--- config.mk ---
export PLATFORM = sky130hd
export DESIGN_NAME = xm_reg_interface
export DESIGN_NICKNAME = d
export VERILOG_FILES = /design/src/hdl/xm_types_pkg.sv /design/src/hdl/xm_regmap_pkg.sv /design/src/hdl/xm_bus_sync.sv /design/src/hdl/xm_tick_timer.sv /design/src/hdl/xm_access_channel.sv /design/src/hdl/xm_reg_interface.sv
export SDC_FILE = /design/constraint.sdc
export NUM_CORES = 1
export LEC_CHECK = 0
export BUFFER_PORTS_ARGS = -buffer_cell sky130_fd_sc_hd__buf_4
export CORE_UTILIZATION = 56
export CTS_CLUSTER_SIZE = 14
export DETAILED_ROUTE_END_ITERATION = 12
export GPL_TIMING_DRIVEN = 0
export PLACE_DENSITY = 0.84
export SLEW_MARGIN = 30
export SYNTH_ARGS = -nofsm -noshare
export SYNTH_HDL_FRONTEND = slang
export SYNTH_SLANG_ARGS = --single-unit
--- constraint.sdc ---
create_clock -name clk -period 3.4 [get_ports clk]
set_input_delay 0.51 -clock clk [delete_from_list [all_inputs] [get_ports clk]]
set_output_delay 0.51 -clock clk [all_outputs]
set_load 0.1 [all_outputs]
--- src/hdl/xm_types_pkg.sv ---
// shared data types and timer divider constants for the host register window
`default_nettype none

package xm_types_pkg;

    typedef logic [15:0] word_t;       // register and memory word
    typedef logic [15:0] addr_t;       // memory address
    typedef logic [7:0]  byte_t;       // host bus byte
    typedef logic [3:0]  reg_num_t;    // host register number

    // channel register targeted by a byte write
    typedef enum logic [2:0] {
        RD_INCR,
        RD_ADDR,
        WR_INCR,
        WR_ADDR,
        DATA
    } chan_field_t;

    // 10 kHz / 25.125 MHz reduces to 2 / 5025
    localparam int CLK_REDUCED = 5025;
    localparam int HZ_REDUCED  = 2;

    // top bit is the sign of the fraction accumulator
    localparam int FRAC_BITS   = $clog2(CLK_REDUCED) + 1;

endpackage

`default_nettype wire

--- src/hdl/xm_regmap_pkg.sv ---
// register numbers and status bit positions of the host register window
`default_nettype none

package xm_regmap_pkg;

    // register 1 is unused and reads zero
    localparam xm_types_pkg::reg_num_t XM_SYS_CTRL = 4'h0;    // status and write mask
    localparam xm_types_pkg::reg_num_t XM_TIMER    = 4'h2;    // 1/10 ms timer
    localparam xm_types_pkg::reg_num_t XM_RD_XADDR = 4'h3;    // XR read address
    localparam xm_types_pkg::reg_num_t XM_WR_XADDR = 4'h4;    // XR write address
    localparam xm_types_pkg::reg_num_t XM_XDATA    = 4'h5;    // XR data
    localparam xm_types_pkg::reg_num_t XM_RD_INCR  = 4'h6;    // VRAM read increment
    localparam xm_types_pkg::reg_num_t XM_RD_ADDR  = 4'h7;    // VRAM read address
    localparam xm_types_pkg::reg_num_t XM_WR_INCR  = 4'h8;    // VRAM write increment
    localparam xm_types_pkg::reg_num_t XM_WR_ADDR  = 4'h9;    // VRAM write address
    localparam xm_types_pkg::reg_num_t XM_DATA     = 4'hA;    // VRAM data
    localparam xm_types_pkg::reg_num_t XM_DATA_2   = 4'hB;    // VRAM data, second port

    // SYS_CTRL layout, mask in bits 3..0
    localparam int SYS_MEM_WAIT_BIT = 15;
    localparam int SYS_HBLANK_BIT   = 11;
    localparam int SYS_VBLANK_BIT   = 10;

    localparam logic [3:0] WRMASK_RESET = 4'b1111;    // all nibbles writable

endpackage

`default_nettype wire

--- src/hdl/xm_bus_sync.sv ---
// CPU bus synchronizer, turns chip select falling edges into byte strobes
`default_nettype none

module xm_bus_sync (
    input  wire logic                   clk,
    input  wire logic                   reset_i,
    input  wire logic                   bus_cs_n_i,       // async chip select
    input  wire logic                   bus_rd_nwr_i,     // 1 = read
    input  wire xm_types_pkg::reg_num_t bus_reg_num_i,
    input  wire logic                   bus_bytesel_i,    // 0 = even (high) byte
    input  wire xm_types_pkg::byte_t    bus_data_i,
    output logic                        write_strobe_o,
    output logic                        read_strobe_o,
    output xm_types_pkg::reg_num_t      reg_num_o,
    output logic                        bytesel_o,
    output xm_types_pkg::byte_t         byte_o
);

    logic                   cs_n_meta;
    logic                   cs_n_sync;
    logic                   cs_n_last;
    logic                   cs_fall;
    logic                   rd_nwr_meta;
    logic                   rd_nwr_sync;
    logic                   bytesel_meta;
    logic                   bytesel_sync;
    xm_types_pkg::reg_num_t reg_num_meta;
    xm_types_pkg::reg_num_t reg_num_sync;
    xm_types_pkg::byte_t    data_meta;
    xm_types_pkg::byte_t    data_sync;

    assign cs_fall = cs_n_last & ~cs_n_sync;    // select just went active

    always_ff @(posedge clk) begin
        if (reset_i) begin
            cs_n_meta      <= 1'b1;    // idle bus, no false edge
            cs_n_sync      <= 1'b1;
            cs_n_last      <= 1'b1;
            write_strobe_o <= 1'b0;
            read_strobe_o  <= 1'b0;
        end else begin
            cs_n_meta      <= bus_cs_n_i;
            cs_n_sync      <= cs_n_meta;
            cs_n_last      <= cs_n_sync;
            write_strobe_o <= cs_fall & ~rd_nwr_sync;
            read_strobe_o  <= cs_fall & rd_nwr_sync;
        end
    end

    // bus fields, stable while chip select is low
    always_ff @(posedge clk) begin
        rd_nwr_meta  <= bus_rd_nwr_i;
        rd_nwr_sync  <= rd_nwr_meta;
        reg_num_meta <= bus_reg_num_i;
        reg_num_sync <= reg_num_meta;
        bytesel_meta <= bus_bytesel_i;
        bytesel_sync <= bytesel_meta;
        data_meta    <= bus_data_i;
        data_sync    <= data_meta;
        if (cs_fall) begin
            reg_num_o <= reg_num_sync;    // held until next access
            bytesel_o <= bytesel_sync;
            byte_o    <= data_sync;
        end
    end

endmodule

`default_nettype wire

--- src/hdl/xm_tick_timer.sv ---
// free-running 1/10 ms timer from a fractional divider, with low byte latch
`default_nettype none

module xm_tick_timer (
    input  wire logic               clk,
    input  wire logic               reset_i,
    input  wire logic               latch_i,        // capture low byte
    output xm_types_pkg::word_t     timer_o,
    output xm_types_pkg::byte_t     latch_low_o
);

    logic [xm_types_pkg::FRAC_BITS-1:0] frac;
    logic                               tick;

    // accumulator non-negative means a tick is due
    assign tick = ~frac[xm_types_pkg::FRAC_BITS-1];

    always_ff @(posedge clk) begin
        if (reset_i) begin
            frac    <= '0;
            timer_o <= '0;
        end else if (tick) begin
            frac    <= frac + xm_types_pkg::FRAC_BITS'(xm_types_pkg::HZ_REDUCED
                                                       - xm_types_pkg::CLK_REDUCED);
            timer_o <= timer_o + 16'd1;
        end else begin
            frac    <= frac + xm_types_pkg::FRAC_BITS'(xm_types_pkg::HZ_REDUCED);
        end
    end

    // high byte read freezes the low byte so both halves match
    always_ff @(posedge clk) begin
        if (reset_i) begin
            latch_low_o <= '0;
        end else if (latch_i) begin
            latch_low_o <= timer_o[7:0];
        end
    end

endmodule

`default_nettype wire

--- src/hdl/xm_access_channel.sv ---
// address, increment and data registers with select/ack requests for one memory
`default_nettype none

module xm_access_channel #(
    parameter bit HAS_INCR = 1'b1          // 0: both addresses step by one
) (
    input  wire logic                       clk,
    input  wire logic                       reset_i,
    input  wire logic                       field_we_i,     // byte write to this channel
    input  wire xm_types_pkg::chan_field_t  field_i,
    input  wire logic                       bytesel_i,
    input  wire xm_types_pkg::byte_t        byte_i,
    input  wire logic                       data_read_i,    // odd byte of data read
    input  wire logic                       ack_i,
    input  wire xm_types_pkg::word_t        mem_data_i,
    output logic                            sel_o,
    output logic                            wr_o,
    output xm_types_pkg::addr_t             addr_o,
    output xm_types_pkg::word_t             data_o,
    output logic                            busy_o,
    output xm_types_pkg::addr_t             rd_addr_o,
    output xm_types_pkg::addr_t             wr_addr_o,
    output xm_types_pkg::word_t             rd_incr_o,
    output xm_types_pkg::word_t             wr_incr_o,
    output xm_types_pkg::word_t             rd_data_o
);

    logic                   rd_pend;        // read waiting for ack
    logic                   step_rd;
    logic                   step_wr;
    xm_types_pkg::byte_t    data_even;      // high byte of next write

    // replace one byte of a word, even byte is the high one
    function automatic xm_types_pkg::word_t put_byte(
        input xm_types_pkg::word_t w,
        input logic                odd,
        input xm_types_pkg::byte_t b
    );
        return odd ? {w[15:8], b} : {b, w[7:0]};
    endfunction

    assign busy_o = sel_o;

    generate
        if (HAS_INCR) begin : g_incr
            always_ff @(posedge clk) begin
                if (reset_i) begin
                    rd_incr_o <= '0;
                    wr_incr_o <= '0;
                end else if (field_we_i) begin
                    if (field_i == xm_types_pkg::RD_INCR) begin
                        rd_incr_o <= put_byte(rd_incr_o, bytesel_i, byte_i);
                    end
                    if (field_i == xm_types_pkg::WR_INCR) begin
                        wr_incr_o <= put_byte(wr_incr_o, bytesel_i, byte_i);
                    end
                end
            end
        end else begin : g_step_one
            assign rd_incr_o = 16'd1;    // fixed stride
            assign wr_incr_o = 16'd1;
        end
    endgenerate

    always_ff @(posedge clk) begin
        if (reset_i) begin
            sel_o     <= 1'b0;
            wr_o      <= 1'b0;
            rd_pend   <= 1'b0;
            step_rd   <= 1'b0;
            step_wr   <= 1'b0;
            rd_addr_o <= '0;
            wr_addr_o <= '0;
            rd_data_o <= '0;
        end else begin
            step_rd <= 1'b0;
            step_wr <= 1'b0;

            if (sel_o && ack_i) begin
                if (rd_pend) begin
                    rd_data_o <= mem_data_i;
                    step_rd   <= 1'b1;
                end
                step_wr <= wr_o;
                sel_o   <= 1'b0;
                wr_o    <= 1'b0;
                rd_pend <= 1'b0;
            end

            // address steps land one clock after the ack
            if (step_rd) begin
                rd_addr_o <= rd_addr_o + rd_incr_o;
            end
            if (step_wr) begin
                wr_addr_o <= wr_addr_o + wr_incr_o;
            end

            if (field_we_i) begin
                case (field_i)
                    xm_types_pkg::RD_ADDR: begin
                        rd_addr_o <= put_byte(rd_addr_o, bytesel_i, byte_i);
                        if (bytesel_i) begin
                            sel_o   <= 1'b1;    // pre-read at new address
                            wr_o    <= 1'b0;
                            rd_pend <= 1'b1;
                            addr_o  <= {rd_addr_o[15:8], byte_i};
                        end
                    end
                    xm_types_pkg::WR_ADDR: begin
                        wr_addr_o <= put_byte(wr_addr_o, bytesel_i, byte_i);
                    end
                    xm_types_pkg::DATA: begin
                        if (bytesel_i) begin
                            sel_o   <= 1'b1;
                            wr_o    <= 1'b1;
                            rd_pend <= 1'b0;
                            addr_o  <= wr_addr_o;
                            data_o  <= {data_even, byte_i};
                        end
                    end
                    default: begin
                    end
                endcase
            end

            if (data_read_i) begin
                sel_o   <= 1'b1;    // fetch next word ahead of the host
                wr_o    <= 1'b0;
                rd_pend <= 1'b1;
                addr_o  <= rd_addr_o;
            end
        end
    end

    always_ff @(posedge clk) begin
        if (field_we_i && field_i == xm_types_pkg::DATA && !bytesel_i) begin
            data_even <= byte_i;
        end
    end

endmodule

`default_nettype wire

--- src/hdl/xm_reg_interface.sv ---
// host register window, decodes bus bytes onto VRAM, XR, timer and SYS_CTRL
`default_nettype none

module xm_reg_interface (
    input  wire logic                   clk,
    input  wire logic                   reset_i,
    input  wire logic                   bus_cs_n_i,
    input  wire logic                   bus_rd_nwr_i,
    input  wire xm_types_pkg::reg_num_t bus_reg_num_i,
    input  wire logic                   bus_bytesel_i,
    input  wire xm_types_pkg::byte_t    bus_data_i,
    output xm_types_pkg::byte_t         bus_data_o,
    output logic                        vram_sel_o,
    output logic                        vram_wr_o,
    output xm_types_pkg::addr_t         vram_addr_o,
    output xm_types_pkg::word_t         vram_data_o,
    output logic [3:0]                  vram_wrmask_o,    // nibble write enables
    input  wire logic                   vram_ack_i,
    input  wire xm_types_pkg::word_t    vram_data_i,
    output logic                        xr_sel_o,
    output logic                        xr_wr_o,
    output xm_types_pkg::addr_t         xr_addr_o,
    output xm_types_pkg::word_t         xr_data_o,
    input  wire logic                   xr_ack_i,
    input  wire xm_types_pkg::word_t    xr_data_i,
    input  wire logic                   h_blank_i,
    input  wire logic                   v_blank_i
);

    logic                       write_strobe;
    logic                       read_strobe;
    xm_types_pkg::reg_num_t     reg_num;
    logic                       bytesel;
    xm_types_pkg::byte_t        bus_byte;
    xm_types_pkg::word_t        timer;
    xm_types_pkg::byte_t        timer_low;
    xm_types_pkg::chan_field_t  field;
    logic                       vram_we;
    logic                       xr_we;
    logic                       vram_busy;
    logic                       xr_busy;
    xm_types_pkg::addr_t        vram_rd_addr;
    xm_types_pkg::addr_t        vram_wr_addr;
    xm_types_pkg::word_t        vram_rd_incr;
    xm_types_pkg::word_t        vram_wr_incr;
    xm_types_pkg::word_t        vram_rd_data;
    xm_types_pkg::addr_t        xr_rd_addr;
    xm_types_pkg::addr_t        xr_wr_addr;
    xm_types_pkg::word_t        xr_rd_data;
    xm_types_pkg::word_t        sys_ctrl;
    xm_types_pkg::word_t        rd_word;
    logic                       is_data;

    xm_bus_sync bus_sync_i (
        .clk            (clk),
        .reset_i        (reset_i),
        .bus_cs_n_i     (bus_cs_n_i),
        .bus_rd_nwr_i   (bus_rd_nwr_i),
        .bus_reg_num_i  (bus_reg_num_i),
        .bus_bytesel_i  (bus_bytesel_i),
        .bus_data_i     (bus_data_i),
        .write_strobe_o (write_strobe),
        .read_strobe_o  (read_strobe),
        .reg_num_o      (reg_num),
        .bytesel_o      (bytesel),
        .byte_o         (bus_byte)
    );

    // any even byte read refreshes the timer low byte
    xm_tick_timer tick_timer_i (
        .clk         (clk),
        .reset_i     (reset_i),
        .latch_i     (read_strobe & ~bytesel),
        .timer_o     (timer),
        .latch_low_o (timer_low)
    );

    assign is_data = (reg_num == xm_regmap_pkg::XM_DATA) ||
                     (reg_num == xm_regmap_pkg::XM_DATA_2);

    // register number to channel and field
    always_comb begin
        vram_we = 1'b0;
        xr_we   = 1'b0;
        field   = xm_types_pkg::DATA;
        case (reg_num)
            xm_regmap_pkg::XM_RD_XADDR: begin
                xr_we = write_strobe;
                field = xm_types_pkg::RD_ADDR;
            end
            xm_regmap_pkg::XM_WR_XADDR: begin
                xr_we = write_strobe;
                field = xm_types_pkg::WR_ADDR;
            end
            xm_regmap_pkg::XM_XDATA:    xr_we = write_strobe;
            xm_regmap_pkg::XM_RD_INCR: begin
                vram_we = write_strobe;
                field   = xm_types_pkg::RD_INCR;
            end
            xm_regmap_pkg::XM_RD_ADDR: begin
                vram_we = write_strobe;
                field   = xm_types_pkg::RD_ADDR;
            end
            xm_regmap_pkg::XM_WR_INCR: begin
                vram_we = write_strobe;
                field   = xm_types_pkg::WR_INCR;
            end
            xm_regmap_pkg::XM_WR_ADDR: begin
                vram_we = write_strobe;
                field   = xm_types_pkg::WR_ADDR;
            end
            xm_regmap_pkg::XM_DATA,
            xm_regmap_pkg::XM_DATA_2:   vram_we = write_strobe;
            default: begin
            end
        endcase
    end

    xm_access_channel #(.HAS_INCR(1'b1)) vram_chan (
        .clk         (clk),
        .reset_i     (reset_i),
        .field_we_i  (vram_we),
        .field_i     (field),
        .bytesel_i   (bytesel),
        .byte_i      (bus_byte),
        .data_read_i (read_strobe & bytesel & is_data),
        .ack_i       (vram_ack_i),
        .mem_data_i  (vram_data_i),
        .sel_o       (vram_sel_o),
        .wr_o        (vram_wr_o),
        .addr_o      (vram_addr_o),
        .data_o      (vram_data_o),
        .busy_o      (vram_busy),
        .rd_addr_o   (vram_rd_addr),
        .wr_addr_o   (vram_wr_addr),
        .rd_incr_o   (vram_rd_incr),
        .wr_incr_o   (vram_wr_incr),
        .rd_data_o   (vram_rd_data)
    );

    // XR steps by one, increment outputs left open
    xm_access_channel #(.HAS_INCR(1'b0)) xr_chan (
        .clk         (clk),
        .reset_i     (reset_i),
        .field_we_i  (xr_we),
        .field_i     (field),
        .bytesel_i   (bytesel),
        .byte_i      (bus_byte),
        .data_read_i (read_strobe & bytesel & (reg_num == xm_regmap_pkg::XM_XDATA)),
        .ack_i       (xr_ack_i),
        .mem_data_i  (xr_data_i),
        .sel_o       (xr_sel_o),
        .wr_o        (xr_wr_o),
        .addr_o      (xr_addr_o),
        .data_o      (xr_data_o),
        .busy_o      (xr_busy),
        .rd_addr_o   (xr_rd_addr),
        .wr_addr_o   (xr_wr_addr),
        .rd_incr_o   (),
        .wr_incr_o   (),
        .rd_data_o   (xr_rd_data)
    );

    always_ff @(posedge clk) begin
        if (reset_i) begin
            vram_wrmask_o <= xm_regmap_pkg::WRMASK_RESET;
        end else if (write_strobe && bytesel && reg_num == xm_regmap_pkg::XM_SYS_CTRL) begin
            vram_wrmask_o <= bus_byte[3:0];
        end
    end

    always_comb begin
        sys_ctrl                                  = '0;
        sys_ctrl[xm_regmap_pkg::SYS_MEM_WAIT_BIT] = vram_busy | xr_busy;
        sys_ctrl[xm_regmap_pkg::SYS_HBLANK_BIT]   = h_blank_i;
        sys_ctrl[xm_regmap_pkg::SYS_VBLANK_BIT]   = v_blank_i;
        sys_ctrl[3:0]                             = vram_wrmask_o;
    end

    // read mux, unlisted registers read zero
    always_comb begin
        case (reg_num)
            xm_regmap_pkg::XM_SYS_CTRL: rd_word = sys_ctrl;
            xm_regmap_pkg::XM_TIMER:    rd_word = {timer[15:8], timer_low};
            xm_regmap_pkg::XM_RD_XADDR: rd_word = xr_rd_addr;
            xm_regmap_pkg::XM_WR_XADDR: rd_word = xr_wr_addr;
            xm_regmap_pkg::XM_XDATA:    rd_word = xr_rd_data;
            xm_regmap_pkg::XM_RD_INCR:  rd_word = vram_rd_incr;
            xm_regmap_pkg::XM_RD_ADDR:  rd_word = vram_rd_addr;
            xm_regmap_pkg::XM_WR_INCR:  rd_word = vram_wr_incr;
            xm_regmap_pkg::XM_WR_ADDR:  rd_word = vram_wr_addr;
            xm_regmap_pkg::XM_DATA,
            xm_regmap_pkg::XM_DATA_2:   rd_word = vram_rd_data;
            default:                    rd_word = '0;
        endcase
    end

    assign bus_data_o = bytesel ? rd_word[7:0] : rd_word[15:8];    // even byte is high

endmodule

`default_nettype wire

==> run metrics <==
Yosys reg bits ~310; CP endpoint kind output pin; Via density about 6.7; clock latency on the worst-skew pair approximately 0.57 ns; # diodes 0; gpl congestion 1.026; CP startpoint kind register; hold_buf cts 0; Post-Synthesis Cells 1,505; Root Buffer clkbuf_16; WL/cell roughly 26 um; synth warn 0; DIE HEIGHT 164.0 um; setup slack after layout -0.01855 ns; CP required 2.89 ns; fmax 292.5 MHz; Final setup viols 1; failing checks negative setup slack; worst slew pin tran 1.121 ns; status complete, but fails checks; DRC viols 0; MaxCap Viol Count 0; metal3 WL 5987 um; pwr dens 433.4 mW/mm^2; initial drt markers 1,748; Setup Skew 0.009712 ns; DR pass1 iterations 6; area grow syn2layout 17.56%; total track usage 39.18%; CTS tree done; synthesized area per cell just under 10 sq um; vias in the first global route 12,530; Post-Syn Area 0.01470 sq mm; Detail Placement HPWL 39,280 um; Tcrit/Tclk final 100.5%; largest net degree at the start of global routing 17; Starting Density 57.71%; sequential area share after synthesis 48.00%; critical-path maximum fanout 10; area of the core 0.02547 sq mm; max layer used met4; Total Power about 7500 uW; met2 WL 23,010 um; Peak VDD IR roughly 0.53 mV; share of cells above drive strength 1 18.55%; htree depth 1; kind of critical path reg2out; post-synth cell types 96; Post-synth ARST share 0%; IO buf count 132; LEAKAGE 0.006632 uW; hold slack approximately 0.041 ns; Post-synth EDFFs 93; Die Footprint 0.02690 sq mm; Final ANT Viol Nets 0; Hold Vio Cnt, Final 0; I/O Pins 133; dpl cell area 0.01617 sq mm; nets 1,764; std cell rows 58; Max-slew headroom 25.29%; Hold WC Path Type in2reg; CTS buffer count 30; fin area around 0.017 sq mm; Sink Count 306; minimum clock period 3.419 ns; via count approximately 14,000; ys flop type dfxtp_1; most frequent cells in the layout dfxtp_1 (213), nand2_1 (148), nor2_1 (146); drt total wl 52,820 um; setup TNS -0.01855 ns; Max Slew Vio Count 0; commonest non-fill, non-tap cell in the layout dfxtp_1; clk slew on worst S/H paths 0.06 ns; Worst Path Arrival 2.91 ns; Die X about 160 um; Syn Nets 1,595; GRT Residual Overflow 0; Clock Path Buffers 3; first-pass GRT wire length 77,190 um; M1 WL around 20,000 um; antenna violations before repair 1
## cell type report
class                   count  area [sq um]
plain buffers              87         460.4
clock buffers              44         875.8
clock inverters            12         83.83
fillers                  2007          8190
inverters                   9         33.78
multi-input cells        1103          7303
flip-flops and latches    306          7057
well taps                 330         412.9
repair buffers            137          1055
## through the flow
| stage | utilization [%] | cells | worst slack (ns) |
|---|---|---|---|
| 2_1_floorplan | - | 1505 | 0.001237 |
| 3_3_place_gp | 63.31 | 1967 | -0.1433 |
| 3_5_place_dp | 63.46 | 1969 | 0.1191 |
| 4_1_cts | 67.56 | 2028 | 0.007191 |
| 5_1_grt | 67.85 | 2028 | -0.006831 |
| 6_report | 67.85 | 2028 | -0.01855 |
## state kept, by name, indices dropped and copies added (netlist names), 14 cells and up
name / count
vram_chan.wr_addr_o: 16
vram_chan.data_o: 16
vram_chan.rd_data_o: 16
vram_chan.rd_addr_o: 16
tick_timer_i.frac: 14
vram_chan.wr_incr_o: 16
vram_chan.addr_o: 16
xr_chan.rd_data_o: 16
xr_chan.rd_addr_o: 16
xr_chan.addr_o: 16
xr_chan.data_o: 16
tick_timer_i.timer_o: 16
xr_chan.wr_addr_o: 16
vram_chan.rd_incr_o: 16
## synthesized netlist by cell type, types with 8 or more instances
cell type | number | area [sq um]
o211ai_1 | 14 | 105.1
a31oi_1 | 11 | 68.82
nor3_1 | 39 | 195.2
mux2i_1 | 54 | 540.5
a21oi_1 | 108 | 540.5
mux2_2 | 14 | 157.7
a221o_1 | 16 | 160.2
edfxtp_1 | 93 | 2793
nor3b_1 | 11 | 82.58
clkbuf_1 | 43 | 161.4
a21o_1 | 13 | 97.59
ha_1 | 35 | 437.9
xnor2_1 | 18 | 157.7
a22oi_1 | 35 | 262.8
a211oi_1 | 26 | 195.2
xor2_1 | 24 | 210.2
nand2_1 | 148 | 555.5
dfxtp_1 | 213 | 4264
nor2b_1 | 18 | 112.6
mux2_1 | 11 | 123.9
nand3_1 | 45 | 225.2
nor2_1 | 153 | 574.3
nor2_2 | 8 | 50.05
buf_2 | 27 | 135.1
nor4_1 | 9 | 56.30
nand4_1 | 20 | 125.1
a32oi_1 | 13 | 113.9
o21ai_0 | 39 | 195.2
and3_1 | 20 | 125.1
a221oi_1 | 12 | 105.1
and2_1 | 17 | 106.4
nand2b_1 | 14 | 87.58
o22ai_1 | 14 | 87.58
## cells by family (layout without fill, tap and decap cells)
| kind of cell | Yosys count | after routing | share of synthesized area, % |
|---|---|---|---|
| AO/OA/AOI/OAI | 389 | 389 | 18.56 |
| XOR/XNOR | 42 | 42 | 2.502 |
| adder cells (fa/ha/maj) | 37 | 37 | 3.251 |
| buffers and inverters | 96 | 289 | 3.166 |
| flip-flops | 306 | 306 | 48.00 |
| multiplexers | 79 | 79 | 5.592 |
| AND/OR/NAND/NOR | 556 | 556 | 18.92 |
## final timing paths
path	start	end	slack, ns	depth (start not counted)
setup / recovery	bus_sync_i.bytesel_o	bus_data_o[5]	-0.02	7
hold / removal	bus_reg_num_i[0]	bus_sync_i.reg_num_meta[0]	0.04	1
setup reg to reg	bus_sync_i.write_strobe_o	vram_chan.data_o[9]	0.36	5
hold reg to reg	bus_sync_i.data_meta[2]	bus_sync_i.data_sync[2]	0.33	0
## where the power goes
group | internal [uW] | switching, uW
Clock | 1800 | 1470
Combinational | 133 | 251
Sequential | 3790 | 45.7
Total | 5720 | 1770
## critical path, stage by stage, from the launching register on
cell and delay [ns]:
edfxtp_1 0.45, inv_2 0.38, clkbuf_2 0.47, a21oi_1 0.12, o21ai_0 0.21, a221oi_1 0.12, a31oi_2 0.31, buf_6 0.28
## layer usage
metal | global-route usage, % | vias up
met2 | 60.63 | 924
met5 | 0 | -
met3 | 7.146 | 219
li1 | - | 5977
met1 | 52.06 | 6447
met4 | 21.04 | 0
## repair_timing
item / in CTS / in global routing
setup buffers: 3 / 0
resized for setup: 20 / 18
setup endpoints to repair: 8 / 7
pin swaps: 1 / 3
Power figures use the tool's default switching activity.
